===== src/common/aesPkg.sv =====
/*
 * AES-128 package: block and round-key types, S-box table,
 * and the round-step and key-schedule functions
 */
package aesPkg;

    // ----------------------------------------
    // Sizes
    // ----------------------------------------
    localparam int AesBlockBits = 128;
    localparam int AesRounds    = 10;
    localparam int RoundBits    = $clog2(AesRounds + 1);

    localparam logic [RoundBits-1:0] LastRound = RoundBits'(AesRounds);
    // First round constant of the key schedule
    localparam logic [7:0] RconInit = 8'h01;

    // Byte 0 sits in bits 127:120, columns are 32 bits each
    typedef logic [AesBlockBits-1:0] aesBlockT;
    // Index equals round number, 0 is the raw key
    typedef aesBlockT [AesRounds:0] roundKeysT;

    // ----------------------------------------
    // Forward S-box, entry 0 leftmost
    // ----------------------------------------
    localparam logic [0:255][7:0] SboxTable = {
        128'h637c777bf26b6fc53001672bfed7ab76,
        128'hca82c97dfa5947f0add4a2af9ca472c0,
        128'hb7fd9326363ff7cc34a5e5f171d83115,
        128'h04c723c31896059a071280e2eb27b275,
        128'h09832c1a1b6e5aa0523bd6b329e32f84,
        128'h53d100ed20fcb15b6acbbe394a4c58cf,
        128'hd0efaafb434d338545f9027f503c9fa8,
        128'h51a3408f929d38f5bcb6da2110fff3d2,
        128'hcd0c13ec5f974417c4a77e3d645d1973,
        128'h60814fdc222a908846eeb814de5e0bdb,
        128'he0323a0a4906245cc2d3ac629195e479,
        128'he7c8376d8dd54ea96c56f4ea657aae08,
        128'hba78252e1ca6b4c6e8dd741f4bbd8b8a,
        128'h703eb5664803f60e613557b986c11d9e,
        128'he1f8981169d98e949b1e87e9ce5528df,
        128'h8ca1890dbfe6426841992d0fb054bb16
    };

    function automatic logic [7:0] sbox(input logic [7:0] x);
        return SboxTable[x];
    endfunction

    // Multiply by 2 in GF(2^8), reduction polynomial 0x11b
    function automatic logic [7:0] xtime(input logic [7:0] b);
        return {b[6:0], 1'b0} ^ (b[7] ? 8'h1b : 8'h00);
    endfunction

    // One full round: SubBytes, ShiftRows, MixColumns, AddRoundKey
    // MixColumns skipped in the final round
    function automatic aesBlockT subShiftMix(
        input aesBlockT state,
        input aesBlockT roundKey,
        input logic     lastRound
    );
        logic [7:0] sb [16];
        logic [7:0] a0, a1, a2, a3;
        aesBlockT   mixed;
        int         src;
        // Row r of column c reads column c+r of the input
        for (int i = 0; i < 16; i++) begin
            src   = (i % 4) + 4 * (((i / 4) + (i % 4)) % 4);
            sb[i] = sbox(state[127 - 8*src -: 8]);
        end
        for (int c = 0; c < 4; c++) begin
            a0 = sb[4*c];
            a1 = sb[4*c + 1];
            a2 = sb[4*c + 2];
            a3 = sb[4*c + 3];
            if (lastRound) begin
                mixed[127 - 32*c -: 32] = {a0, a1, a2, a3};
            end else begin
                // Fixed 02 03 01 01 circulant
                mixed[127 - 32*c -: 32] = {
                    xtime(a0) ^ xtime(a1) ^ a1 ^ a2 ^ a3,
                    a0 ^ xtime(a1) ^ xtime(a2) ^ a2 ^ a3,
                    a0 ^ a1 ^ xtime(a2) ^ xtime(a3) ^ a3,
                    xtime(a0) ^ a0 ^ a1 ^ a2 ^ xtime(a3)
                };
            end
        end
        return mixed ^ roundKey;
    endfunction

    // AES-128 key schedule step, four words per call
    function automatic aesBlockT nextRoundKey(
        input aesBlockT   prevKey,
        input logic [7:0] rcon
    );
        logic [31:0] w0, w1, w2, w3, t;
        w0 = prevKey[127:96];
        w1 = prevKey[95:64];
        w2 = prevKey[63:32];
        w3 = prevKey[31:0];
        // RotWord then SubWord, rcon into the top byte
        t  = {sbox(w3[23:16]), sbox(w3[15:8]), sbox(w3[7:0]), sbox(w3[31:24])};
        t  = t ^ {rcon, 24'h000000};
        w0 = w0 ^ t;
        w1 = w1 ^ w0;
        w2 = w2 ^ w1;
        w3 = w3 ^ w2;
        return {w0, w1, w2, w3};
    endfunction

endpackage


===== src/aesCore/aesKeyExpand.sv =====
/*
 * AES-128 key expander, one round key per clock,
 * holds all eleven round keys for the cipher cores
 */
`timescale 1ns/1ps

module aesKeyExpand import aesPkg::*; (
    input  logic      Clock,
    input  logic      rstN,
    input  aesBlockT  key,
    input  logic      keyValid,
    input  logic      slotsEmpty,
    output logic      keyReady,
    output logic      keyLoaded,
    output roundKeysT roundKeys
);

    logic                 expBusy;
    logic [RoundBits-1:0] roundIdx;
    logic [7:0]           rcon;
    logic                 keyAccept;

    // Loads only between streams
    assign keyReady  = !expBusy && slotsEmpty;
    assign keyAccept = keyValid && keyReady;

    // ----------------------------------------
    // Schedule control
    // ----------------------------------------
    always_ff @(posedge Clock or negedge rstN) begin
        if (!rstN) begin
            expBusy   <= 1'b0;
            keyLoaded <= 1'b0;
            roundIdx  <= '0;
            rcon      <= '0;
        end else if (keyAccept) begin
            expBusy   <= 1'b1;
            keyLoaded <= 1'b0;
            roundIdx  <= RoundBits'(1);
            rcon      <= RconInit;
        end else if (expBusy) begin
            rcon <= xtime(rcon);
            if (roundIdx == LastRound) begin
                // Round key 10 lands on this edge
                expBusy   <= 1'b0;
                keyLoaded <= 1'b1;
            end else begin
                roundIdx <= roundIdx + 1'b1;
            end
        end
    end

    // ----------------------------------------
    // Round key store
    // ----------------------------------------
    always_ff @(posedge Clock) begin
        if (keyAccept) begin
            roundKeys[0] <= key;
        end else if (expBusy) begin
            roundKeys[roundIdx] <= nextRoundKey(roundKeys[roundIdx - 1'b1], rcon);
        end
    end

    // keyLoaded rises in the 11th cycle after a load
    keyScheduleLength: assert property (
        @(posedge Clock) disable iff (!rstN)
        keyAccept |-> ##11 $rose(keyLoaded)
    );

endmodule


===== config.mk =====
export PLATFORM = sky130hd
export DESIGN_NAME = aesKeyExpand
export DESIGN_NICKNAME = d
export VERILOG_FILES = /design/src/common/aesPkg.sv /design/src/aesCore/aesKeyExpand.sv
export SDC_FILE = /design/constraint.sdc
export NUM_CORES = 2
export LEC_CHECK = 0
export BUFFER_PORTS_ARGS = -buffer_cell sky130_fd_sc_hd__buf_2
export CORE_AREA = 2 2 608 610
export CTS_BUF_LIST = sky130_fd_sc_hd__clkbuf_16
export DETAILED_ROUTE_END_ITERATION = 16
export DIE_AREA = 0 0 610 612
export SETUP_SLACK_MARGIN = 0.2
export SYNTH_ARGS = -nofsm -noshare
export SYNTH_HDL_FRONTEND = slang
export SYNTH_SLANG_ARGS = --single-unit

===== constraint.sdc =====
create_clock -name Clock -period 26.3 [get_ports Clock]
set_clock_uncertainty 0.2 [all_clocks]
set_input_delay 1.315 -clock Clock [delete_from_list [all_inputs] [get_ports Clock]]
set_output_delay 1.315 -clock Clock [all_outputs]
set_load 0.1 [all_outputs]

### Word-level counts from Yosys, hierarchy flattened

Memories as Yosys holds them, arrays and structs flattened.
Index checks and enable logic that the tools add are counted.

| word-level totals | value |
|---|---|
| memories kept | 4 |
| memory bits (read-only) | 8192 |
| input port bits | 132 |
| output and inout port bits | 1410 |
| register bits after elaboration | 1422 |
| logic and storage cells | 77 |

| cells by class | value |
|---|---|
| reduce and logical (&&, ||, !) cells | 9 |
| multiplexer cells | 27 |
| equality and inequality tests | 2 |
| add/subtract/negate cells | 2 |
| bitwise gates (word level) | 11 |
| magnitude comparators | 7 |

Memories:

| memory | words | width | read ports | clocked after memory_dff | write ports | line | source |
|---|---|---|---|---|---|---|---|
| (no name shown) | 256 | 8 | 1 | 0 | 0 | aesPkg.sv:46 | `return SboxTable[x];` |
| (no name shown) | 256 | 8 | 1 | 0 | 0 | aesPkg.sv:46 |  |
| (no name shown) | 256 | 8 | 1 | 0 | 0 | aesPkg.sv:46 |  |
| (no name shown) | 256 | 8 | 1 | 0 | 0 | aesPkg.sv:46 |  |

Operator list:

| kind | count |
|---|---|
| 1408-bit bitwise mux | 1 |
| 128-bit binary-select mux with 4-bit select | 1 |
| 128-bit demux with 4-bit select | 1 |
| 128-bit two-way mux | 4 |
| 32-bit bitwise XOR | 5 |
| 8-bit two-way mux | 10 |
| 9-bit greater-or-equal comparator, second input constant | 4 |
| 8-bit NOT with 9-bit output | 4 |
| 4-bit two-way mux | 3 |
| 4-bit by 5-bit less-than comparator with 1-bit output, second input constant | 2 |
| 8-bit by 5-bit bitwise XOR with 8-bit output | 1 |
| 1-bit two-way mux | 6 |
| 2-bit AND reduction | 3 |
| 5-bit two-way mux | 1 |
| 4-bit by 1-bit adder with 4-bit output, second input constant | 1 |
| 4-bit == test, second input constant | 1 |
| 4-bit by 1-bit greater-or-equal comparator with 1-bit output, second input constant | 1 |
| 2-bit nonzero test | 2 |
| 4-bit by 1-bit subtractor with 4-bit output, second input constant | 1 |
| 1-bit logical AND | 3 |
| 2-bit inequality test, second input constant | 1 |
| 1-bit logical NOT | 1 |
| 1-bit NOT | 1 |

### Logic depth before layout (Yosys ltp)

| logic depth | value |
|---|---|
| depth after elaboration | 15 |
| gate-level depth with buffers | 31 |
| gate-level depth less buffers | 19 |

### Worst setup path after synthesis

Ideal clock, no wire load.

| timing path | value |
|---|---|
| kind | register to register |
| from | register, netlist name roundIdx[0] |
| to | register roundKeys[0] in the netlist's numbering (enable) |
| arrival | 12.005 ns |
| period minus slack after synthesis | 13.008 ns |
| slack | 13.292 ns |
| buffers on the path | 6 |
| data required time | 25.297 ns |
| library setup time | 0.803 ns |
| stages on the path, launching flop included | 11 |
| cells stage by stage | dfrtp_1 > buf_6 > inv_1 > clkbuf_1 > clkbuf_1 > clkbuf_1 > buf_1 > buf_1 > ha_1 > nand2_1 > o31ai_1 |

RTL lines:

| element | line | source |
|---|---|---|
| end signal, assigned by index | aesKeyExpand.sv:60 | `roundKeys[roundIdx] <= nextRoundKey(roundKeys[roundIdx - 1'b1], rcon);` |
| end, declared | aesKeyExpand.sv:15 | `output roundKeysT roundKeys` |

### Final worst setup path

| timing path | value |
|---|---|
| from | register roundIdx[0] |
| to | register roundKeys[772] in the netlist's numbering, data pin |

| between the ends | value |
|---|---|
| longest elaborated chain between the ends | 13 |
| elaborated cells on any way between the ends | 18 |
| those cells by class | add/sub: 1; order compare: 2; mux: 7; bitwise: 6; reduce/logical: 1; memory: 1 |

Ends and longest elaborated chain:

| element | line | source |
|---|---|---|
| start, declared | aesKeyExpand.sv:19 | `logic [RoundBits-1:0] roundIdx;` |
| start signal, assigned | aesKeyExpand.sv:39 | `roundIdx <= RoundBits'(1);` |
| start signal, assigned | aesKeyExpand.sv:48 | `roundIdx <= roundIdx + 1'b1;` |
| 4-bit by 1-bit subtractor with 4-bit output | aesKeyExpand.sv:60 |  |
| 128-bit binary-select mux with 4-bit select | aesKeyExpand.sv:60 |  |
| 128-bit two-way mux (implied by the code) | aesKeyExpand.sv:60 |  |
| 8-bit NOT with 9-bit output (implied by the code) | aesPkg.sv:46 |  |
| memory 256 x 8 bit | - |  |
| 8-bit two-way mux (implied by the code) (2 in series) | aesPkg.sv:46 |  |
| 32-bit bitwise XOR | aesPkg.sv:102 | `t = t ^ {rcon, 24'h000000};` |
| 32-bit bitwise XOR | aesPkg.sv:103 | `w0 = w0 ^ t;` |
| 32-bit bitwise XOR | aesPkg.sv:104 | `w1 = w1 ^ w0;` |
| 32-bit bitwise XOR | aesPkg.sv:105 | `w2 = w2 ^ w1;` |
| 32-bit bitwise XOR | aesPkg.sv:106 | `w3 = w3 ^ w2;` |
| 1408-bit bitwise mux * | aesKeyExpand.sv:60 |  |

Mark *: on every way between the ends. The rest lies on a longest branch, timed or not. The select of a mux whose other input is x is not followed.
A chain may end at the register's enable or synchronous reset.

==> results.yml <==
worst_setup_path:
  path_buf_inv: 4
  critical_path.top_delay_family: "XOR/XNOR gates"
  slowest_delay_ns: 0.91
  critPathSlowestCell: "xor2_2"
  crit_top_cell: "buf_4"
  path_cells: "inv_6, ha_4, buf_4, buf_4, mux2i_1, a311oi_1, nand4bb_1, nand2_2, buf_4, nand2_1, o221ai_1, a221oi_1, a311oi_2, xnor2_2, xor2_2, xnor2_4, xnor2_1"
  path_class: "flip-flop to flip-flop"
  cp-end-kind: "flip-flop"
  startpoint_type: "flip-flop"
  cp_max_fo: 52
  arrival_ns: 11.00
  required_ns: 26.61
sta:
  finalCritPeriodShare_pct: 40.6
  setup_tns_ns: 0
  post-route-worst-setup-slack_ns: 15.61
  worst_pin_slew_ns: 1.40
  slew_headroom_pct: 6.14
  setup_viol: 0
  hold_viol_final: 0
  period_minus_slack_ns: 10.69
  finalMaxSlewViolations: 0
  max_freq_mhz: 93.6
  rsz0062_at_grt: "false"
cts:
  post_cts_buffers: 0
  numCtsBuffers: 168
  cts.sink_count: 1422
  clk_latency_ns: 0.91
  holdBufCountCts: 0
  cts_max_path_buffers: 4
  clk_pin_slew_worst_paths_ns: 0.08
  h-tree-depth: 4
  cts_tree: "done"
  cts_root_buf: "clkbuf_16"
  cts_resized: 0
synthesis:
  syn_area_sq_mm: 0.0736
  synth_cell_types: 120
  synth_top_flop_cell: "edfxtp_1"
  yosysWarnings: 0
  seq_area_frac_synth_pct: 57.9
  synthArstFlopShare_pct: 0.985
  synth_nets: 5851
  ys_seq_elements: 1422
  synthCells: 5658
  synth_area_per_cell_sq_um: 13.0
  synth_edf_count: 1408
placement:
  portBuffers: 1541
  dp.cells: 11800
  hpwlAfterDp_um: 391000
  pre_cts_ws_ns: 15.71
  gp_congestion: 1.04
detailed_routing:
  vias: 67100
  drtIter0Drc: 10500
  drc: 0
  first_pass_iters: 8
  ant_nets: 0
  wire_per_inst_um: 41.8
  routed_wl_um: 509000
  viasPerCell: 5.51
die:
  die_y_um: 612
  rows: 223
  start_util_pct: 20.0
  dieArea_sq_mm: 0.373
  die_w_um: 610
  num_io_pins: 1542
  coreArea_sq_mm: 0.367
cells_and_area:
  stdcell_count: 12200
  finalNetCount: 7358
  fillers: 38600
  layout-drive-gt1-share_pct: 36.1
  syn_to_final_growth_pct: 27.6
global_route:
  grt_max_degree: 81
  first_global_vias: 61500
  antenna_found_initial: 80
  grt_overflow: 0
  grt_pass1_wl_um: 648000
  grt_usage_pct: 26.0
min_path:
  worstHoldPathType: "input pin to async pin"
flow_run:
  max_cap_viol_count: 0
outcome:
  status: "complete, no violations"
-- per-layer routing --
metal / GRT usage, % / vias up / routed length [um]
met5: 0 / - / 138
met4: 16.9 / 20 / 40900
met3: 8.19 / 1083 / 58900
met2: 39.6 / 5579 / 223000
met1: 31.6 / 34600 / 186000
li1: - / 25800 / -
-- cell type report --
class                   instances  area [sq um]  area share, %
clock buffers                 168          4200           4.48
clock inverters               138          1350           1.44
repair buffers               1835          9970           10.6
well taps                    4837          6050           6.45
diodes                         46           115          0.123
flip-flops and latches       1422         42600           45.4
inverters                      81           313          0.333
multi-input cells            3657         29200           31.1
-- placed cells by master (no fill, tap or decap), types with 133 or more instances in the layout --
master and n:
xnor2_1 133, nand2_1 417, clkbuf_16 168, mux4_2 239, o211ai_1 170, buf_4 290, buf_2 1541, a21oi_1 250
o21ai_0 322, nor2_1 243, nor3_1 140, edfxtp_1 1408, nand3_1 223
-- synth_stat cells (all sizes together), types with 37 or more instances --
cell	n	area (sq um)
a31oi	105	663
mux2	66	743
edfxtp	1408	42300
nor2	257	992
xnor2	180	1690
nor3	149	761
a221oi	61	547
mux2i	128	1280
inv	77	289
nand4	38	238
o221ai	37	355
nand3	225	1140
buf	324	1730
a21oi	258	1340
a311oi	55	507
o211ai	172	1300
mux4	240	5410
xor2	64	681
o311ai	44	393
o21ai	392	1980
nand2	422	1590
a211oi	113	903
clkbuf	174	653
a22o	77	674
ha	61	763
-- worst reg2reg max path: cells and delay by family (launching register included) --
kind,cells,cell delay [ns]
adders and majority gates,1,0.73
xor gates and xnor gates,4,2.65
AOI/OAI and AO/OA,4,1.50
buffers and inverters,4,2.20
muxes,1,0.16
DFF,1,0.76
and+or+nand+nor,3,2.13
-- stage by stage --
stage	hold WS, ns	utilization (%)	cell area [sq um]
global placement	0.257	24.0	88200
finish	0.139	25.6	93900
detailed placement	0.277	24.0	88200
global route	0.119	25.5	93800
floorplan	0.294	-	73600
CTS	0.0752	25.5	93700
-- path summary, 6_finish.rpt --
check	from	to	slack, ns	cells past startpoint
setup / recovery	roundIdx[0]$_DFFE_PN0P_	roundKeys[772]$_DFFE_PP_	15.61	17
hold / removal	rstN	rcon[7]$_DFFE_PN0P_	0.14	1
setup reg to reg	roundIdx[0]$_DFFE_PN0P_	roundKeys[772]$_DFFE_PP_	15.61	17
hold reg to reg	keyLoaded$_DFFE_PN0P_	keyLoaded$_DFFE_PN0P_	0.28	1
max in group asynchronous	rstN	roundIdx[0]$_DFFE_PN0P_	25.38	1
min in group Clock	keyLoaded$_DFFE_PN0P_	keyLoaded$_DFFE_PN0P_	0.28	1
-- flip-flops by register name, summed over array words and instances, names as in the netlist --
signal and cells:
expBusy 1, keyLoaded 1, roundIdx 4, roundKeys 1408
rcon 8
-- kinds of logic (layout without fill, tap and decap cells) --
logic type / after synthesis / after routing / share of synthesized area [%]
other cells: 0 / 46 / 0
flops: 1422 / 1422 / 57.9
simple gates: 1264 / 1264 / 8.14
xor+xnor: 245 / 245 / 3.25
compound gates: 1653 / 1653 / 15.9
fa+ha+maj: 61 / 61 / 1.04
mux: 434 / 434 / 10.1
buf+inv: 579 / 2222 / 3.65
Power is left out: the tool's default activity adds up to more than one toggle a clock period on the data nets, which glitch-free logic cannot reach.
